<file path="src/fir_pkg.sv">
`default_nettype none

package fir_pkg;

    typedef logic signed [15:0] sample_t;
    typedef logic signed [15:0] coeff_t;

    typedef struct packed {
        logic    req;
        sample_t sample;
    } sample_xfer_t;

    typedef struct packed {
        logic       valid;   // Coefficient load in this cycle.
        logic [1:0] num;
        coeff_t     coeff;
    } coeff_load_t;

    // Register map, two byte addresses per word.
    localparam logic [3:0] ADDR_STATUS    = 4'd0;
    localparam logic [3:0] ADDR_RESULT    = 4'd2;
    localparam logic [3:0] ADDR_SAMPLE    = 4'd4;
    localparam logic [3:0] ADDR_COEFF0    = 4'd6;
    localparam logic [3:0] ADDR_NEW_COEFF = 4'd14;

    // Busy sits in bit 0 of the status word.
    localparam int STATUS_ERR_BIT = 8;

endpackage

`default_nettype wire

</file>
<file path="src/ahb_pkg.sv">
`default_nettype none

package ahb_pkg;

    localparam logic       SIZE_BYTE  = 1'b0;
    localparam logic       SIZE_HALF  = 1'b1;
    localparam logic [1:0] TRANS_IDLE = 2'b00;

    typedef struct packed {
        logic        sel;
        logic [3:0]  addr;
        logic        size;   // Byte or halfword.
        logic [1:0]  trans;
        logic        write;
        logic [15:0] wdata;
    } ahb_req_t;

    typedef struct packed {
        logic [15:0] rdata;
        logic        resp;   // High for an error response.
    } ahb_rsp_t;

    typedef struct packed {
        logic [7:0] hi;
        logic [7:0] lo;
    } half_bytes_t;

    // One register word, seen whole or as two byte lanes.
    typedef union packed {
        logic [15:0] word;
        half_bytes_t bytes;
    } half_u;

endpackage

`default_nettype wire
</file>
<file path="src/fir_periph_top.sv">
`timescale 1ns/1ps
`default_nettype none

module fir_periph_top (
    input  logic              clk,
    input  logic              rst_n,
    input  ahb_pkg::ahb_req_t bus_req,
    output ahb_pkg::ahb_rsp_t bus_rsp
);
    import fir_pkg::*;

    sample_xfer_t sample_xfer;
    coeff_load_t  coeff_load;
    sample_t      fir_out;
    logic         sample_ack;
    logic         new_coeff;
    logic         loading;
    logic         shift;
    logic         accumulate;
    logic         result_write;
    logic         modwait;
    logic         err;
    logic         tap_last;
    logic         count_en;
    logic         count_clr;
    logic [1:0]   idx;

    ahb_fir_slave ahb_fir_slave_inst (
        .clk         (clk),
        .rst_n       (rst_n),
        .bus_req     (bus_req),
        .bus_rsp     (bus_rsp),
        .sample_xfer (sample_xfer),
        .sample_ack  (sample_ack),
        .new_coeff   (new_coeff),
        .coeff_idx   (idx),
        .loading     (loading),
        .coeff_load  (coeff_load),
        .modwait     (modwait),
        .fir_out     (fir_out),
        .err         (err)
    );

    fir_control fir_control_inst (
        .clk          (clk),
        .rst_n        (rst_n),
        .new_coeff    (new_coeff),
        .sample_req   (sample_xfer.req),
        .sample_ack   (sample_ack),
        .loading      (loading),
        .shift        (shift),
        .accumulate   (accumulate),
        .result_write (result_write),
        .modwait      (modwait),
        .tap_last     (tap_last),
        .count_en     (count_en),
        .count_clr    (count_clr)
    );

    tap_counter tap_counter_inst (
        .clk       (clk),
        .rst_n     (rst_n),
        .count_en  (count_en),
        .count_clr (count_clr),
        .idx       (idx),
        .tap_last  (tap_last)
    );

    fir_datapath fir_datapath_inst (
        .clk          (clk),
        .rst_n        (rst_n),
        .coeff_load   (coeff_load),
        .sample       (sample_xfer.sample),
        .shift        (shift),
        .accumulate   (accumulate),
        .result_write (result_write),
        .tap_idx      (idx),
        .fir_out      (fir_out),
        .err          (err)
    );

endmodule

`default_nettype wire

</file>
<file path="src/ahb_fir_slave.sv">
`timescale 1ns/1ps
`default_nettype none

module ahb_fir_slave (
    input  logic                  clk,
    input  logic                  rst_n,
    input  ahb_pkg::ahb_req_t     bus_req,
    output ahb_pkg::ahb_rsp_t     bus_rsp,
    output fir_pkg::sample_xfer_t sample_xfer,
    input  logic                  sample_ack,
    output logic                  new_coeff,
    input  logic [1:0]            coeff_idx,
    input  logic                  loading,
    output fir_pkg::coeff_load_t  coeff_load,
    input  logic                  modwait,
    input  fir_pkg::sample_t      fir_out,
    input  logic                  err
);
    import ahb_pkg::*;
    import fir_pkg::*;

    logic       active;
    logic       byte_acc;
    logic [2:0] region;      // Word index within the map.
    logic [2:0] coeff_off;
    logic [1:0] cidx;
    logic       bad;
    logic       wr_ok;
    logic       sample_wr;
    logic       busy;
    half_u      cur;
    half_u      merged;
    half_u      rd_val;
    sample_t    sample_reg;
    coeff_t     coeff_reg [4];
    logic       req;
    logic       pend;        // Sample written while the controller still holds ack.

    assign active    = bus_req.sel && (bus_req.trans != TRANS_IDLE);
    assign byte_acc  = (bus_req.size == SIZE_BYTE);
    assign region    = bus_req.addr[3:1];
    assign coeff_off = region - ADDR_COEFF0[3:1];
    assign cidx      = coeff_off[1:0];
    assign busy      = new_coeff || modwait || req || pend;

    assign bad = active && ((bus_req.write && (region <= ADDR_RESULT[3:1])) ||
                            (byte_acc && (bus_req.addr == ADDR_NEW_COEFF + 4'd1)));
    assign wr_ok     = active && bus_req.write && !bad;
    assign sample_wr = wr_ok && (region == ADDR_SAMPLE[3:1]) && (bus_req.size == SIZE_HALF);

    always_comb begin
        cur.word = '0;
        case (region)
            ADDR_STATUS[3:1]: begin
                cur.word[0]              = busy;
                cur.word[STATUS_ERR_BIT] = err;
            end
            ADDR_RESULT[3:1]:    cur.word = fir_out;
            ADDR_SAMPLE[3:1]:    cur.word = sample_reg;
            ADDR_NEW_COEFF[3:1]: cur.word = {15'b0, new_coeff};
            default:             cur.word = coeff_reg[cidx];
        endcase
    end

    // Byte lanes for writes and reads.
    always_comb begin
        merged      = cur;
        rd_val.word = '0;
        if (!byte_acc) begin
            merged.word = bus_req.wdata;
            rd_val      = cur;
        end else if (bus_req.addr[0]) begin
            merged.bytes.hi = bus_req.wdata[15:8];
            rd_val.bytes.hi = cur.bytes.hi;
        end else begin
            merged.bytes.lo = bus_req.wdata[7:0];
            rd_val.bytes.lo = cur.bytes.lo;
        end
    end

    always_ff @(posedge clk) begin
        if (!rst_n) begin
            bus_rsp    <= '0;
            sample_reg <= '0;
            new_coeff  <= 1'b0;
            req        <= 1'b0;
            pend       <= 1'b0;
            for (int i = 0; i < 4; i++) begin
                coeff_reg[i] <= '0;
            end
        end else begin
            bus_rsp.resp <= bad;
            if (active && !bus_req.write && !bad) begin
                bus_rsp.rdata <= rd_val.word;
            end
            if (loading && (coeff_idx == 2'd3)) begin
                new_coeff <= 1'b0;  // Last coefficient is on its way.
            end
            if (wr_ok) begin
                case (region)
                    ADDR_SAMPLE[3:1]:    sample_reg <= merged.word;
                    ADDR_NEW_COEFF[3:1]: new_coeff <= bus_req.wdata[0];
                    default:             coeff_reg[cidx] <= merged.word;
                endcase
            end
            if (req && sample_ack) begin
                req <= 1'b0;
            end else if (!req && !sample_ack && (pend || sample_wr)) begin
                req <= 1'b1;
            end
            if (sample_wr && sample_ack) begin
                pend <= 1'b1;
            end else if (!req && !sample_ack) begin
                pend <= 1'b0;
            end
        end
    end

    assign sample_xfer.req    = req;
    assign sample_xfer.sample = sample_reg;
    assign coeff_load.valid   = loading;
    assign coeff_load.num     = coeff_idx;
    assign coeff_load.coeff   = coeff_reg[coeff_idx];

    // Controller keeps ack up until req has been released.
    a_ack_held : assert property (@(posedge clk) disable iff (!rst_n)
        $fell(sample_ack) |-> !$past(req));

endmodule

`default_nettype wire

</file>
<file path="src/fir_control.sv">
`timescale 1ns/1ps
`default_nettype none

module fir_control (
    input  logic clk,
    input  logic rst_n,
    input  logic new_coeff,
    input  logic sample_req,
    output logic sample_ack,
    output logic loading,
    output logic shift,
    output logic accumulate,
    output logic result_write,
    output logic modwait,
    input  logic tap_last,
    output logic count_en,
    output logic count_clr
);

    typedef enum logic [2:0] {
        ST_IDLE,
        ST_LOAD,
        ST_ACK,
        ST_ACCUM,
        ST_WRITE,
        ST_RELEASE
    } state_t;

    state_t state;
    state_t state_next;

    always_comb begin
        state_next   = state;
        loading      = 1'b0;
        shift        = 1'b0;
        accumulate   = 1'b0;
        result_write = 1'b0;
        modwait      = 1'b0;
        count_en     = 1'b0;
        count_clr    = 1'b0;
        case (state)
            ST_IDLE: begin
                count_clr = 1'b1;
                if (new_coeff) begin
                    state_next = ST_LOAD;  // Loads win over a waiting sample.
                end else if (sample_req) begin
                    state_next = ST_ACK;
                end
            end
            ST_LOAD: begin
                loading  = 1'b1;
                count_en = 1'b1;
                if (tap_last) begin
                    state_next = ST_IDLE;
                end
            end
            ST_ACK: begin
                shift      = 1'b1;  // Sample enters the delay line.
                modwait    = 1'b1;
                state_next = ST_ACCUM;
            end
            ST_ACCUM: begin
                accumulate = 1'b1;
                count_en   = 1'b1;
                modwait    = 1'b1;
                if (tap_last) begin
                    state_next = ST_WRITE;
                end
            end
            ST_WRITE: begin
                result_write = 1'b1;
                modwait      = 1'b1;
                state_next   = ST_RELEASE;
            end
            ST_RELEASE: begin
                if (!sample_ack) begin
                    state_next = ST_IDLE;
                end
            end
            default: state_next = ST_IDLE;
        endcase
    end

    always_ff @(posedge clk) begin
        if (!rst_n) begin
            state      <= ST_IDLE;
            sample_ack <= 1'b0;
        end else begin
            state <= state_next;
            if ((state == ST_IDLE) && (state_next == ST_ACK)) begin
                sample_ack <= 1'b1;
            end else if (!sample_req) begin
                sample_ack <= 1'b0;
            end
        end
    end

    // A coefficient load lasts exactly four cycles.
    a_load_len : assert property (@(posedge clk) disable iff (!rst_n)
        $fell(loading) |-> ($past(loading, 2) && $past(loading, 3) && $past(loading, 4)
                            && !$past(loading, 5)));

endmodule

`default_nettype wire

</file>
<file path="src/fir_datapath.sv">
`timescale 1ns/1ps
`default_nettype none

module fir_datapath (
    input  logic                 clk,
    input  logic                 rst_n,
    input  fir_pkg::coeff_load_t coeff_load,
    input  fir_pkg::sample_t     sample,
    input  logic                 shift,
    input  logic                 accumulate,
    input  logic                 result_write,
    input  logic [1:0]           tap_idx,
    output fir_pkg::sample_t     fir_out,
    output logic                 err
);
    import fir_pkg::*;

    coeff_t             coeff_bank [4];
    sample_t            delay_line [4];  // Entry k is the sample from k steps ago.
    logic signed [33:0] acc;
    logic signed [31:0] product;
    logic               in_range;

    assign product = coeff_bank[tap_idx] * delay_line[tap_idx];

    // Sum fits in 16 bits when all upper bits match the sign.
    assign in_range = (&acc[33:15]) || !(|acc[33:15]);

    always_ff @(posedge clk) begin
        if (!rst_n) begin
            acc     <= '0;
            fir_out <= '0;
            err     <= 1'b0;
            for (int i = 0; i < 4; i++) begin
                coeff_bank[i] <= '0;
                delay_line[i] <= '0;
            end
        end else begin
            if (coeff_load.valid) begin
                coeff_bank[coeff_load.num] <= coeff_load.coeff;
            end
            if (shift) begin
                delay_line[0] <= sample;
                for (int k = 1; k < 4; k++) begin
                    delay_line[k] <= delay_line[k-1];
                end
                acc <= '0;  // Fresh sum per sample.
            end else if (accumulate) begin
                acc <= acc + product;
            end
            if (result_write) begin
                fir_out <= sample_t'(acc[15:0]);
                err     <= !in_range;
            end
        end
    end

endmodule

`default_nettype wire

</file>
<file path="src/tap_counter.sv">
`timescale 1ns/1ps
`default_nettype none

module tap_counter (
    input  logic       clk,
    input  logic       rst_n,
    input  logic       count_en,
    input  logic       count_clr,
    output logic [1:0] idx,
    output logic       tap_last
);

    // Shared by coefficient loading and the tap loop.
    always_ff @(posedge clk) begin
        if (!rst_n) begin
            idx <= 2'd0;
        end else if (count_clr) begin
            idx <= 2'd0;
        end else if (count_en) begin
            idx <= idx + 2'd1;  // Wraps after the fourth tap.
        end
    end

    assign tap_last = (idx == 2'd3);

endmodule

`default_nettype wire

</file>
<file path="config.mk">
export PLATFORM = sky130hd
export DESIGN_NAME = fir_periph_top
export DESIGN_NICKNAME = d
export VERILOG_FILES = /design/src/fir_pkg.sv /design/src/ahb_pkg.sv /design/src/fir_periph_top.sv /design/src/ahb_fir_slave.sv /design/src/fir_control.sv /design/src/fir_datapath.sv /design/src/tap_counter.sv
export SDC_FILE = /design/constraint.sdc
export NUM_CORES = 1
export LEC_CHECK = 0
export BUFFER_PORTS_ARGS = -buffer_cell sky130_fd_sc_hd__buf_4
export CAP_MARGIN = 20
export CELL_PAD_IN_SITES_DETAIL_PLACEMENT = 0
export CELL_PAD_IN_SITES_GLOBAL_PLACEMENT = 1
export CORE_ASPECT_RATIO = 0.9
export CORE_MARGIN = 3
export CORE_UTILIZATION = 35
export DETAILED_ROUTE_END_ITERATION = 8
export PLACE_DENSITY = 0.64
export SYNTH_ARGS = -nofsm -noshare
export SYNTH_HDL_FRONTEND = slang
export SYNTH_SLANG_ARGS = --single-unit
</file>
<file path="constraint.sdc">
create_clock -name clk -period 7.12 [get_ports clk]
set_clock_uncertainty 0.05 [all_clocks]
set_input_delay 0.712 -clock clk [delete_from_list [all_inputs] [get_ports clk]]
set_output_delay 0.712 -clock clk [all_outputs]
set_load 0.02 [all_outputs]
</file>
==> summary.md <==
| Metric | Value |
|---|---|
| GRT Resource Usage Total | `roughly 20%` |
| Fmax | `between 0.1 and 0.15 GHz` |
| Core area | `67200 sq um` |
| Die footprint | `a little over 70000 sq um` |
| WP data arrival | `roughly 7.3 ns` |
| Final setup violation count | `0` |
| Drt wl/cell | `around 21 um` |
| Worst Slack Setup Final | `approximately 0.23 ns` |
| Largest net degree at the start of global routing | `65` |
| Slowest stage delay, CP | `around 0.59 ns` |
| Setup crit end | `fir_datapath_inst.acc[32]$_SDFFE_PP0P_` |
| Die height | `around 250 um` |
| Leak | `around 12 nW` |
| Mapped cell area | `between 20000 and 25000 sq um` |
| Synth Instances | `~2300` |
| Max-slew headroom | `about a third` |
| Top_reg_cell synth | `edfxtp_1` |
| CTS Hold Buffers Added | `0` |
| Clk root buf | `clkbuf_16` |
| R2R Path End | `fir_datapath_inst.acc[32]$_SDFFE_PP0P_` |
| Tightest Hold Check Type | `in2reg` |
| CTS tree | `yes` |
| Global-route wire length before repair | `around 110000 um` |
| DR vias/cell | `roughly 5.1` |
| Register-to-register setup slack | `0.23 ns` |
| Final worst path period need | `about 7 ns` |
| CP Max Fanout | `16` |
| Synth cell count leaders | `337 x inv_1, 305 x fa_1, 245 x nand2_1` |
| Syn avg cell area | `between 10 and 15 sq um` |
| H-tree Lvls | `2` |
| Nets@finish | `about 2800` |
| Clock buffer depth | `3` |
| Most used cell, CP | `fa_1` |
| DRC Markers | `0` |
| CTS buffer count | `36` |
| Max_cap viols | `0` |
| Number of flops mapped to enable cells by yosys | `roughly 190` |
| Crit. End Element | `flip-flop` |
| Synthesis warning total | `0` |
| Area grow syn2layout | `13.8%` |
| Slowest-stage cell, CP | `fa_1` |
| Async SR Flop Fraction | `0%` |
| Final Hold Fails | `0` |
| Status | `complete, no violations` |
| Grt ovf | `0` |
| Detailed Route Iter0 Violations | `approximately 1300` |
| Final hold slack | `a little under 0.4 ns` |
| RD Place Congestion | `0.918` |
| Clock slew at reported path FFs | `about 0.060 ns` |
| DP Wirelength | `54300 um` |
| Detailed Route WL | `just under 70000 um` |
| Final period util | `roughly 97%` |
| Transition time of the tightest slew-check pin | `1.01 ns` |
| Synth area leaders | `fa_1 26%, edfxtp_1 24%, dfxtp_1 8.0%` |
| Yosys reg bits | `about 290` |
| Worst vdd ir | `between 150 and 200 uV` |
| Initial antenna violation count | `0` |
| Ratio of cells with drive above 1 in the final layout | `approximately an eighth` |
| Initial Util | `between 30% and 40%` |
| Required time worst endpoint | `~7.5 ns` |
| Worst path cell trace | `buf_8, mux2i_1, nand2_1, o21a_1, buf_4, nand2_1, fa_1, inv_1, fa_1, fa_1, fa_1, fa_1, inv_1, fa_1, inv_1, ha_1, a21o_1, a21o_1, a21o_1, nor2b_1, or3_4, a311oi_2, xor2_1, o21ai_1` |
| TNS Setup | `0 ns` |
| Fill count | `6494` |
| Chip Width | `between 200 and 300 um` |
| Clock latency on the worst-skew pair | `approximately 0.57 ns` |
| Cell with the most instances after synthesis | `inv_1` |
| CTS sink count | `roughly 290` |
| Reg2reg path depth | `24` |
| Vias in the first global route | `17300` |
| Sequential Area | `7670 sq um` |
| Top cell type's share of synthesized area | `between 20% and 30%` |
| Synth Net Count | `2700` |
| Max Slew Vio Count | `0` |
| IO Pins | `44` |
| Kind of start point of the critical path | `flip-flop` |
| Sequential fraction of the synthesis area | `32.1%` |
| Biggest area consumer among synthesized cells | `fa_1` |
| Post-Place Worst Slack | `around 0.07 ns` |
| Area taken by multi-input logic gates | `about 15000 sq um` |
| Distinct cells, synth | `between 60 and 70` |
| Initial DRT Pass Iterations | `5` |
| Type of the worst setup path | `reg2reg` |
| Total power density per cell area | `~290 nW/um^2` |
| Port Buf Inserts | `43` |
| DR vias | `~17000` |
| Antenna viol nets, final | `0` |
| Row cnt | `90` |
[cells in the final DEF, fill, tap and decap left out, types with 12 or more instances in the layout]
master and instances:
o21ai_1 13, edfxtp_1 192, mux2i_1 20, dfxtp_1 93, a222oi_1 15, buf_4 141
a21boi_0 29, nand2b_1 26, nand3_1 16, clkbuf_16 37, nor2_1 178, nand2_1 245
nor3_1 25, mux4_2 45, o21ai_0 60, o21a_1 17, xnor2_1 24, a21o_1 13
fa_1 304, nor2b_1 43, mux2_2 19, a21oi_1 43, inv_1 337, and2_1 172
nand4_1 12, ha_1 107
[power breakdown]
group / internal, mW / leakage (nW) / switching [mW]
Clock: 1.08 / 0.574 / 0.756
Combinational: 1.75 / 8.47 / 2.34
Sequential: 1.82 / 2.75 / 0.0227
Total: 4.65 / 11.8 / 3.12
[per-stage QoR]
| stage | instances | utilization, % | instance area (sq um) | power [mW] |
|---|---|---|---|---|
| finish | 3257 | 40.4 | 27200 | 7.77 |
| global route | 3255 | 40.4 | 27100 | 8.38 |
| CTS | 3243 | 40.0 | 26900 | 7.76 |
| detailed placement | 3178 | 38.3 | 25700 | 5.83 |
| global placement | 3177 | 38.3 | 25700 | 5.87 |
| floorplan | 2261 | - | 23900 | 4.56 |
[metal layers]
metal,part of all wire (%),GRT usage (%),up-vias
met4,1.5,3.43,0
met3,6.0,2.82,71
met1,48,29.8,8490
li1,-,-,7545
met2,45,31.3,451
met5,0,0,-
[how the worst min path moves through the flow]
| stage | startpoint | end | slack [ns] | cells after the start |
|---|---|---|---|---|
| 6_report | bus_req[0] | ahb_fir_slave_inst.new_coeff$_SDFF_PN0_ | 0.39 | 3 |
| 5_1_grt | bus_req[0] | ahb_fir_slave_inst.new_coeff$_SDFF_PN0_ | 0.39 | 3 |
| 4_1_cts | bus_req[0] | ahb_fir_slave_inst.new_coeff$_SDFF_PN0_ | 0.36 | 3 |
| 3_5_place_dp | fir_datapath_inst.fir_out[15]$_SDFFE_PN0P_ | fir_datapath_inst.fir_out[15]$_SDFFE_PN0P_ | 0.41 | 2 |
| 3_3_place_gp | ahb_fir_slave_inst.bus_rsp[3]$_SDFFE_PN0P_ | ahb_fir_slave_inst.bus_rsp[3]$_SDFFE_PN0P_ | 0.41 | 2 |
| 2_1_floorplan | fir_datapath_inst.err$_SDFFE_PN0P_ | fir_datapath_inst.err$_SDFFE_PN0P_ | 0.39 | 2 |
[final cells by class]
class | instances | share of cell area, %
diodes | 2 | 0.0184
clock buffers | 51 | 3.75
clock inverters | 14 | 0.581
inverters | 337 | 4.66
multi-input cells | 1535 | 53.8
flip-flops and latches | 287 | 28.3
well taps | 874 | 4.03
repair buffers | 157 | 4.93
[worst max-delay path: cells and delay by family (launching register included)]
kind                     cells  cell delay (ns)
flip-flops                   1             0.44
buffers and inverters        5             0.61
AO/OA/AOI/OAI                6             1.31
XOR/XNOR                     1             0.16
AND/OR/NAND/NOR              4             0.67
adder cells (fa/ha/maj)      7             3.35
multiplexers                 1             0.12
[repair_timing]
action,4_1_cts,5_1_grt
setup endpoints to repair,0,16
buffers inserted,0,10
gates resized for setup,0,21
[cells by family (layout without fill, tap and decap cells)]
| kind of cell | count (synthesis) | after routing | share of synthesized area [%] |
|---|---|---|---|
| compound gates | 246 | 246 | 6.87 |
| xor+xnor | 33 | 33 | 1.21 |
| fa+ha+maj | 412 | 412 | 31.2 |
| buf+inv | 439 | 559 | 7.08 |
| flops | 287 | 287 | 32.1 |
| mux | 87 | 87 | 6.11 |
| other cells | 0 | 2 | 0 |
| simple gates | 757 | 757 | 15.4 |
Note: power is estimated with default switching activity, not from simulation.
